$ cat src/logic/ctrlPkg.sv
package ctrlPkg;

  // Instruction fields
  typedef logic [5:0] opcode_t;
  typedef logic [5:0] funct_t;

  // Datapath control fields
  typedef logic [3:0] aluOp_t;
  typedef logic [1:0] muxSel_t;
  typedef logic [2:0] dataSel_t;

  typedef logic [2:0] stepCount_t;  // Execute step counter

  typedef enum logic [3:0] {
    AluReg,
    ShiftVar,
    ShiftImm,
    JumpReg,
    Jump,
    JumpLink,
    AddImm,
    Branch,
    Unknown
  } instClass_t;

  typedef enum logic [1:0] {
    Reset,
    Fetch,
    Execute
  } seqState_t;

  // Opcodes
  localparam opcode_t OP_RTYPE = 6'h00;
  localparam opcode_t OP_J     = 6'h02;
  localparam opcode_t OP_JAL   = 6'h03;
  localparam opcode_t OP_BEQ   = 6'h04;
  localparam opcode_t OP_BNE   = 6'h05;
  localparam opcode_t OP_BLE   = 6'h06;
  localparam opcode_t OP_BGT   = 6'h07;
  localparam opcode_t OP_ADDI  = 6'h08;
  localparam opcode_t OP_ADDIU = 6'h09;

  // R-type functs
  localparam funct_t FN_SLL  = 6'h00;
  localparam funct_t FN_SRL  = 6'h02;
  localparam funct_t FN_SRA  = 6'h03;
  localparam funct_t FN_SLLV = 6'h04;
  localparam funct_t FN_SRAV = 6'h07;
  localparam funct_t FN_JR   = 6'h08;
  localparam funct_t FN_ADD  = 6'h20;
  localparam funct_t FN_SUB  = 6'h22;
  localparam funct_t FN_AND  = 6'h24;
  localparam funct_t FN_SLT  = 6'h2A;

  // ALU operation codes
  localparam aluOp_t ALU_PASS_A  = 4'h0;
  localparam aluOp_t ALU_ADD     = 4'h1;
  localparam aluOp_t ALU_SUB     = 4'h2;
  localparam aluOp_t ALU_AND     = 4'h3;
  localparam aluOp_t ALU_SHL_IMM = 4'h5;
  localparam aluOp_t ALU_SHL_VAR = 4'h6;
  localparam aluOp_t ALU_SHR_IMM = 4'h7;
  localparam aluOp_t ALU_SRA_IMM = 4'h8;
  localparam aluOp_t ALU_SRA_VAR = 4'h9;
  localparam aluOp_t ALU_SLT     = 4'hA;
  localparam aluOp_t ALU_BEQ     = 4'hB;
  localparam aluOp_t ALU_BNE     = 4'hC;
  localparam aluOp_t ALU_BLE     = 4'hD;
  localparam aluOp_t ALU_BGT     = 4'hE;

  // PC source mux
  localparam muxSel_t PC_FROM_ALU    = 2'd0;
  localparam muxSel_t PC_FROM_ALUOUT = 2'd1;
  localparam muxSel_t PC_FROM_JUMP   = 2'd2;

  // ALU operand muxes
  localparam muxSel_t SRCA_PC     = 2'd0;
  localparam muxSel_t SRCA_REG    = 2'd1;
  localparam muxSel_t SRCB_REG    = 2'd0;
  localparam muxSel_t SRCB_FOUR   = 2'd1;
  localparam muxSel_t SRCB_IMM    = 2'd2;
  localparam muxSel_t SRCB_BRANCH = 2'd3;  // Shifted offset

  // Register file write port
  localparam muxSel_t  DST_RT     = 2'd0;
  localparam muxSel_t  DST_RD     = 2'd1;
  localparam muxSel_t  DST_RA     = 2'd3;
  localparam dataSel_t WDATA_ALU  = 3'd0;
  localparam dataSel_t WDATA_LINK = 3'd6;

  localparam int FETCH_STEPS = 3;

endpackage

$ cat src/logic/controlUnit.sv
`timescale 1ns/1ns

module controlUnit import ctrlPkg::*; (
  input  logic     clk,
  input  logic     reset_in,
  input  logic     updateUc,   // Branch outcome from the ALU
  input  opcode_t  opcode,
  input  funct_t   funct,
  output logic     resetOut,
  output logic     pcWrite,
  output logic     irWrite,
  output logic     aluOutWrite,
  output logic     regFileWrite,
  output logic     aRegWrite,
  output logic     bRegWrite,
  output muxSel_t  regDstSel,
  output muxSel_t  pcSrcSel,
  output muxSel_t  aluSrcASel,
  output muxSel_t  aluSrcBSel,
  output dataSel_t regDataSel,
  output aluOp_t   aluOp
);

  instClass_t instClass;
  aluOp_t     execAluOp;
  seqState_t  seqState;
  stepCount_t step;
  instClass_t heldClass;
  aluOp_t     heldAluOp;

  instDecoder u_decoder (
    .opcode   (opcode),
    .funct    (funct),
    .instClass(instClass),
    .execAluOp(execAluOp)
  );

  cycleSequencer u_sequencer (
    .clk      (clk),
    .reset_in (reset_in),
    .updateUc (updateUc),
    .instClass(instClass),
    .execAluOp(execAluOp),
    .seqState (seqState),
    .step     (step),
    .heldClass(heldClass),
    .heldAluOp(heldAluOp)
  );

  // Live class needed at the last fetch step for jumps
  signalGenerator u_generator (
    .clk         (clk),
    .reset_in    (reset_in),
    .seqState    (seqState),
    .step        (step),
    .heldClass   (heldClass),
    .heldAluOp   (heldAluOp),
    .instClass   (instClass),
    .resetOut    (resetOut),
    .pcWrite     (pcWrite),
    .irWrite     (irWrite),
    .aluOutWrite (aluOutWrite),
    .regFileWrite(regFileWrite),
    .aRegWrite   (aRegWrite),
    .bRegWrite   (bRegWrite),
    .regDstSel   (regDstSel),
    .pcSrcSel    (pcSrcSel),
    .aluSrcASel  (aluSrcASel),
    .aluSrcBSel  (aluSrcBSel),
    .regDataSel  (regDataSel),
    .aluOp       (aluOp)
  );

endmodule

$ cat src/logic/cycleSequencer.sv
`timescale 1ns/1ns

module cycleSequencer import ctrlPkg::*; (
  input  logic       clk,
  input  logic       reset_in,
  input  logic       updateUc,
  input  instClass_t instClass,
  input  aluOp_t     execAluOp,
  output seqState_t  seqState,
  output stepCount_t step,
  output instClass_t heldClass,
  output aluOp_t     heldAluOp
);

  logic       lastFetch;
  logic       execDone;
  stepCount_t lastStep;

  assign lastFetch = (step == stepCount_t'(FETCH_STEPS - 1));

  // Final execute step per class
  always_comb begin
    case (heldClass)
      ShiftVar: lastStep = 3'd5;  // Extra shifter cycle
      JumpLink: lastStep = 3'd1;
      default:  lastStep = 3'd4;
    endcase
  end

  // Branch not taken stops after the compare
  assign execDone = (step == lastStep) ||
                    (heldClass == Branch && step == 3'd2 && !updateUc);

  always_ff @(posedge clk) begin
    if (reset_in) begin
      seqState <= Reset;
      step     <= '0;
    end else begin
      case (seqState)
        Reset: begin
          seqState <= Fetch;
          step     <= '0;
        end
        Fetch: begin
          if (lastFetch) begin
            step <= '0;
            // j and undecoded opcodes have no execute phase
            if (instClass == Jump || instClass == Unknown) seqState <= Fetch;
            else seqState <= Execute;
          end else begin
            step <= step + 3'd1;
          end
        end
        Execute: begin
          if (execDone) begin
            seqState <= Fetch;
            step     <= '0;
          end else begin
            step <= step + 3'd1;
          end
        end
        default: begin
          seqState <= Reset;
          step     <= '0;
        end
      endcase
    end
  end

  // Instruction captured once IR is stable
  always_ff @(posedge clk) begin
    if (seqState == Fetch && lastFetch) begin
      heldClass <= instClass;
      heldAluOp <= execAluOp;
    end
  end

endmodule

$ cat src/logic/instDecoder.sv
`timescale 1ns/1ns

module instDecoder import ctrlPkg::*; (
  input  opcode_t    opcode,
  input  funct_t     funct,
  output instClass_t instClass,
  output aluOp_t     execAluOp
);

  always_comb begin
    instClass = Unknown;  // Falls back to fetch
    execAluOp = ALU_PASS_A;
    case (opcode)
      OP_RTYPE: begin
        case (funct)
          FN_ADD: begin
            instClass = AluReg;
            execAluOp = ALU_ADD;
          end
          FN_AND: begin
            instClass = AluReg;
            execAluOp = ALU_AND;
          end
          FN_SUB: begin
            instClass = AluReg;
            execAluOp = ALU_SUB;
          end
          FN_SLT: begin
            instClass = AluReg;
            execAluOp = ALU_SLT;
          end
          FN_SLLV: begin
            instClass = ShiftVar;
            execAluOp = ALU_SHL_VAR;
          end
          FN_SRAV: begin
            instClass = ShiftVar;
            execAluOp = ALU_SRA_VAR;
          end
          FN_SLL: begin
            instClass = ShiftImm;
            execAluOp = ALU_SHL_IMM;
          end
          FN_SRA: begin
            instClass = ShiftImm;
            execAluOp = ALU_SRA_IMM;
          end
          FN_SRL: begin
            instClass = ShiftImm;
            execAluOp = ALU_SHR_IMM;
          end
          FN_JR: instClass = JumpReg;  // rs passes straight through
          default: ;
        endcase
      end
      OP_J:   instClass = Jump;
      OP_JAL: instClass = JumpLink;
      OP_BEQ: begin
        instClass = Branch;
        execAluOp = ALU_BEQ;
      end
      OP_BNE: begin
        instClass = Branch;
        execAluOp = ALU_BNE;
      end
      OP_BLE: begin
        instClass = Branch;
        execAluOp = ALU_BLE;
      end
      OP_BGT: begin
        instClass = Branch;
        execAluOp = ALU_BGT;
      end
      OP_ADDI, OP_ADDIU: begin
        instClass = AddImm;
        execAluOp = ALU_ADD;
      end
      default: ;
    endcase
  end

endmodule

$ cat src/logic/signalGenerator.sv
`timescale 1ns/1ns

module signalGenerator import ctrlPkg::*; (
  input  logic       clk,
  input  logic       reset_in,
  input  seqState_t  seqState,
  input  stepCount_t step,
  input  instClass_t heldClass,
  input  aluOp_t     heldAluOp,
  input  instClass_t instClass,
  output logic       resetOut,
  output logic       pcWrite,
  output logic       irWrite,
  output logic       aluOutWrite,
  output logic       regFileWrite,
  output logic       aRegWrite,
  output logic       bRegWrite,
  output muxSel_t    regDstSel,
  output muxSel_t    pcSrcSel,
  output muxSel_t    aluSrcASel,
  output muxSel_t    aluSrcBSel,
  output dataSel_t   regDataSel,
  output aluOp_t     aluOp
);

  logic       pcWriteNext, irWriteNext, aluOutWriteNext, regFileWriteNext;
  logic       aRegWriteNext, bRegWriteNext;
  muxSel_t    regDstSelNext, pcSrcSelNext, aluSrcASelNext, aluSrcBSelNext;
  dataSel_t   regDataSelNext;
  aluOp_t     aluOpNext;
  logic       lastFetch;
  stepCount_t writeStep;

  assign lastFetch = (step == stepCount_t'(FETCH_STEPS - 1));
  assign writeStep = (heldClass == ShiftVar) ? 3'd3 : 3'd2;

  always_comb begin
    pcWriteNext      = 1'b0;
    irWriteNext      = 1'b0;
    aluOutWriteNext  = 1'b0;
    regFileWriteNext = 1'b0;
    aRegWriteNext    = 1'b0;
    bRegWriteNext    = 1'b0;
    regDstSelNext    = DST_RT;
    pcSrcSelNext     = PC_FROM_ALU;
    aluSrcASelNext   = SRCA_PC;
    aluSrcBSelNext   = SRCB_REG;
    regDataSelNext   = WDATA_ALU;
    aluOpNext        = ALU_PASS_A;
    case (seqState)
      Fetch: begin
        if (step == 3'd0) begin  // Load IR, compute PC+4
          irWriteNext     = 1'b1;
          aluOutWriteNext = 1'b1;
          aluSrcASelNext  = SRCA_PC;
          aluSrcBSelNext  = SRCB_FOUR;
          aluOpNext       = ALU_ADD;
        end else if (lastFetch) begin
          pcWriteNext  = 1'b1;
          pcSrcSelNext = (instClass == Jump || instClass == JumpLink) ?
                         PC_FROM_JUMP : PC_FROM_ALUOUT;
          if (instClass == JumpLink) begin  // ra gets PC+4 already in ALUOut
            regFileWriteNext = 1'b1;
            regDstSelNext    = DST_RA;
            regDataSelNext   = WDATA_LINK;
          end
        end
      end
      Execute: begin
        case (heldClass)
          AluReg, ShiftVar, ShiftImm, AddImm: begin
            if (step == 3'd0) begin
              aRegWriteNext = (heldClass != ShiftImm);
              bRegWriteNext = (heldClass != AddImm);
            end else if (step <= writeStep) begin
              // Shift amount comes from the instruction, A unused
              if (heldClass != ShiftImm) aluSrcASelNext = SRCA_REG;
              aluSrcBSelNext = (heldClass == AddImm) ? SRCB_IMM : SRCB_REG;
              aluOpNext      = heldAluOp;
              if (step == writeStep) begin
                regFileWriteNext = 1'b1;
                regDstSelNext    = (heldClass == AddImm) ? DST_RT : DST_RD;
                regDataSelNext   = WDATA_ALU;
              end
            end
          end
          JumpReg: begin
            if (step == 3'd0) begin
              aRegWriteNext = 1'b1;
            end else if (step <= 3'd2) begin
              aluSrcASelNext = SRCA_REG;
              aluOpNext      = heldAluOp;  // Pass rs to PC
              if (step == 3'd2) begin
                pcWriteNext  = 1'b1;
                pcSrcSelNext = PC_FROM_ALU;
              end
            end
          end
          Branch: begin
            if (step == 3'd0) begin
              aRegWriteNext = 1'b1;
              bRegWriteNext = 1'b1;
            end else if (step == 3'd1) begin  // Compare
              aluSrcASelNext = SRCA_REG;
              aluSrcBSelNext = SRCB_REG;
              aluOpNext      = heldAluOp;
            end else if (step <= 3'd3) begin  // Target address
              aluSrcASelNext = SRCA_PC;
              aluSrcBSelNext = SRCB_BRANCH;
              aluOpNext      = ALU_ADD;
              if (step == 3'd3) begin
                pcWriteNext  = 1'b1;
                pcSrcSelNext = PC_FROM_ALU;
              end
            end
          end
          default: ;  // jal only waits out the link write
        endcase
      end
      default: ;
    endcase
  end

  always_ff @(posedge clk) begin
    resetOut <= reset_in;
    if (reset_in) begin
      pcWrite      <= 1'b0;
      irWrite      <= 1'b0;
      aluOutWrite  <= 1'b0;
      regFileWrite <= 1'b0;
      aRegWrite    <= 1'b0;
      bRegWrite    <= 1'b0;
      regDstSel    <= '0;
      pcSrcSel     <= '0;
      aluSrcASel   <= '0;
      aluSrcBSel   <= '0;
      regDataSel   <= '0;
      aluOp        <= '0;
    end else begin
      pcWrite      <= pcWriteNext;
      irWrite      <= irWriteNext;
      aluOutWrite  <= aluOutWriteNext;
      regFileWrite <= regFileWriteNext;
      aRegWrite    <= aRegWriteNext;
      bRegWrite    <= bRegWriteNext;
      regDstSel    <= regDstSelNext;
      pcSrcSel     <= pcSrcSelNext;
      aluSrcASel   <= aluSrcASelNext;
      aluSrcBSel   <= aluSrcBSelNext;
      regDataSel   <= regDataSelNext;
      aluOp        <= aluOpNext;
    end
  end

endmodule

$ cat config.mk
export PLATFORM = sky130hd
export DESIGN_NAME = controlUnit
export DESIGN_NICKNAME = d
export VERILOG_FILES = /design/src/logic/ctrlPkg.sv /design/src/logic/controlUnit.sv /design/src/logic/cycleSequencer.sv /design/src/logic/instDecoder.sv /design/src/logic/signalGenerator.sv
export SDC_FILE = /design/constraint.sdc
export NUM_CORES = 1
export LEC_CHECK = 0
export BUFFER_PORTS_ARGS = -buffer_cell sky130_fd_sc_hd__buf_2
export CAP_MARGIN = 20
export CORE_MARGIN = 4
export CORE_UTILIZATION = 29
export CTS_BUF_LIST = sky130_fd_sc_hd__clkbuf_8
export CTS_CLUSTER_SIZE = 8
export DETAILED_ROUTE_END_ITERATION = 16
export GPL_ROUTABILITY_DRIVEN = 0
export PLACE_DENSITY_LB_ADDON = 0.2
export SYNTH_ARGS = -nofsm -noshare
export SYNTH_HDL_FRONTEND = slang
export SYNTH_HIERARCHICAL = 1
export SYNTH_SLANG_ARGS = --single-unit
export TNS_END_PERCENT = 10
$ cat constraint.sdc
create_clock -name clk -period 5.1 [get_ports clk]
set_input_delay 0.51 -clock clk [delete_from_list [all_inputs] [get_ports clk]]
set_output_delay 0.51 -clock clk [all_outputs]
set_load 0.01 [all_outputs]
==> results.sh <==
export IMPL_cts_tree="built"
export IMPL_top_usage_layer="met2"
export IMPL_rsz0062_at_grt="false"
export IMPL_grt_pass1_vias=1445
export IMPL_fin_crit_sh=0.465
export IMPL_root_buffer="clkbuf_8"
export IMPL_cts_max_path_buffers=2
export IMPL_clk_pin_slew_ps=60
export IMPL_post_cts_buffers=0
export IMPL_finalClockSkew_ps=4.55
export IMPL_insertion_delay_ps=270
export IMPL_via_per_inst=4.99
export IMPL_globalRouteMet3Util=0.0286
export IMPL_dp_slack_ps=2420
export IMPL_drive_above_1_share=0.228
export IMPL_synth_avg_cell_area_sq_um=8.99
export IMPL_cp_top_family="compound AO/OA/AOI/OAI gates"
export IMPL_cp_cell_sequence="buf_2 > or3_4 > a2111oi_2 > o31ai_1 > o2111ai_1 > xnor2_1 > nor3_1 > a211oi_1 > nor4_2 > o21ba_1"
export IMPL_grt_start_max_net_pins=14
export IMPL_worst_path_buf_inv=1
export IMPL_arrival_ps=2540
export IMPL_die_area_sq_um=7970
export IMPL_cts_num_sinks=31
export IMPL_fin_crit_ps=2370
export IMPL_ys_top_cells_by_area="dfxtp_1 24%, edfxtp_1 13%, ha_1 5.9%"
export IMPL_synth_top_family_by_area="simple AND/OR/NAND/NOR gates"
export IMPL_yosys_top_cells_count="23 x dfxtp_1, 20 x nor2_1, 14 x nor3_1"
export IMPL_finalHoldViolCount=0
export IMPL_port_buffers=34
export IMPL_power_density_nw_per_um2=305
export IMPL_cts_resized=0
export IMPL_hpwl_mm=3.20
export IMPL_postLayoutSetupSlackWorst_ps=2730
export IMPL_antenna_found_initial=0
export IMPL_async_reset_ff_frac=0
export IMPL_slowest_delay_ps=410
export IMPL_yosysUniqueCellTypes=58
export IMPL_ys_warn_count=6
export IMPL_firstDrtPassIters=4
export IMPL_core_sq_um=6390
export IMPL_grt_pass1_wl_mm=6.73
export IMPL_drc=0
export IMPL_die_w_microns=89.3
export IMPL_cp_required_ps=5270
export IMPL_routedWlPerCell_microns=13.3
export IMPL_timing_setup_tns_ps=0
export IMPL_vias=1587
export IMPL_drt_iter0_markers=70
export IMPL_synth_area_leader_cell="dfxtp_1"
export IMPL_slew_headroom=0.585
export IMPL_synthMostInstantiatedCell="dfxtp_1"
export IMPL_drt_total_wl_mm=4.22
export IMPL_maxCapViolCount=0
export IMPL_max_freq_mhz=422
export IMPL_grt_util_all_layers=0.109
export IMPL_synth_xor_area_share=0.0366
export IMPL_htreeDepth=2
export IMPL_syn_inst=213
export IMPL_num_fill_cells=673
export IMPL_critPathCaptureType="flip-flop"
export IMPL_initial_core_util=0.300
export IMPL_criticalPathCategory="in -> reg"
export IMPL_slew_violations=0
export IMPL_synth_simple_area_share=0.301
export IMPL_syn_to_final_growth_pct=14.5
export IMPL_std_cell_rows=29
export IMPL_hold_class="reg -> reg"
export IMPL_synth_area_sq_um=1920
export IMPL_synth_edf_count=8
export IMPL_status="completed"
export IMPL_use_met2=0.173
export IMPL_overflow=0
export IMPL_ant_nets=0
export IMPL_synthFlopType="dfxtp_1"
export IMPL_cts_buffers=5
export IMPL_ioPinCount=37
export IMPL_crit_fanout=5
export IMPL_tightest_slew_ps=621
export IMPL_start_kind="primary input"
export IMPL_synth_fa_ha_area_frac=0.0588
export IMPL_cpMaxStageDelayCell="or3_4"
export IMPL_setup_violations=0
export IMPL_ir_drop_mv=0.178
export IMPL_p_leak_uw=0.000872
export IMPL_hold_buffers=0
export IMPL_synth_seq_cells=31
export IMPL_nets=264
export IMPL_synth_compound_area_frac=0.142
export IMPL_synth_top_area_frac=0.240
export IMPL_synth_mux_area_frac=0.0163
export IMPL_antenna_cells=0
export IMPL_yosysSeqAreaShare=0.366
export IMPL_grt_util_met1=0.140
export IMPL_die_h_microns=89.3
## registers in the layout, indices dropped and copies added (netlist names)
register / flops
u_generator/resetOut: 1
u_generator/pcWrite: 1
u_sequencer/step: 3
u_generator/regDataSel: 1
u_generator/pcSrcSel: 2
u_sequencer/heldAluOp: 4
u_generator/aluOutWrite: 1
u_generator/aluSrcBSel: 2
u_sequencer/seqState: 2
u_sequencer/heldClass: 4
u_generator/aluOp: 4
u_generator/aluSrcASel: 1
u_generator/regDstSel: 2
u_generator/aRegWrite: 1
u_generator/bRegWrite: 1
u_generator/regFileWrite: 1
## cells in the final DEF (no fill, tap or decap), types with 3 or more instances in the layout
cell type and n:
nand3b_1 3, buf_2 34, nand2_1 9, nor3b_1 5, nand2b_1 5, or3_1 3, a31oi_1 4, nor2b_1 5
a21oi_1 7, dfxtp_1 23, o31a_1 3, o21ai_0 5, nor2_1 20, nand3_1 6, and2_1 3, nand4_1 4
nor3_1 14, xnor2_1 6, ha_1 9, clkbuf_8 5, inv_1 13, edfxtp_1 8
## worst register-to-register path, cell delays in order (launching register included)
cell and delay, ps:
edfxtp_1 580, inv_1 130, nor4_1 310, ha_1 300
or3b_1 430, nand4_1 120, a21oi_1 120, and2_1 180
## final cells by class
| cell class | count | area (sq um) | share of cell area |
|---|---|---|---|
| multi-input cells | 155 | 1070 | 0.488 |
| flip-flops and latches | 31 | 701 | 0.319 |
| repair buffers | 34 | 170 | 0.0776 |
| well taps | 77 | 96.3 | 0.0439 |
| clock buffers | 5 | 68.8 | 0.0314 |
| inverters | 13 | 48.8 | 0.0222 |
| clock inverters | 3 | 38.8 | 0.0177 |
## report_power, final
part	total, uW	internal (uW)	leakage (uW)	switching (uW)
combinational	160	64.4	0.000557	96.0
clock	229	143	0.0000556	86.5
sequential	280	265	0.000260	15.5
total	670	472	0.000872	198
## routing by layer
| metal | vias to the layer above | wire length [microns] |
|---|---|---|
| li1 | 805 | - |
| met1 | 719 | 2010 |
| met2 | 57 | 1880 |
| met3 | 6 | 266 |
| met4 | 0 | 63 |
| met5 | - | 0 |
## cells by family (layout without fill, tap and decap cells)
logic type	after synthesis	in the layout
AOI/OAI and AO/OA	37	37
xor gates and xnor gates	8	8
adders and majority gates	9	9
buffers and inverters	28	55
DFF	31	31
muxes	3	3
other	1	2
and+or+nand+nor	96	96
## final timing paths
check                                               end  slack, ps  cells after the start                      from
worst max-delay path            u_sequencer/seqState[0]       2730                     10                 opcode[5]
worst min-delay path               u_generator/aluOp[3]        440                      1  u_sequencer/heldAluOp[3]
worst max register to register     u_generator/aluOp[2]       2820                      7  u_sequencer/heldClass[0]
worst min register to register     u_generator/aluOp[3]        440                      1  u_sequencer/heldAluOp[3]
## per-stage QoR
step                      power (uW)   util  instance area, sq um  cells  hold slack [ps]
after floorplan                  405      -                  1920    214              420
after global placement           446  0.327                  2090    310              423
after detailed placement         445  0.327                  2090    310              427
after CTS                        679  0.343                  2190    318              446
after global routing             714  0.343                  2190    318              451
final                            670  0.343                  2190    318              441
No activity file was read; power rests on OpenSTA's default activity.
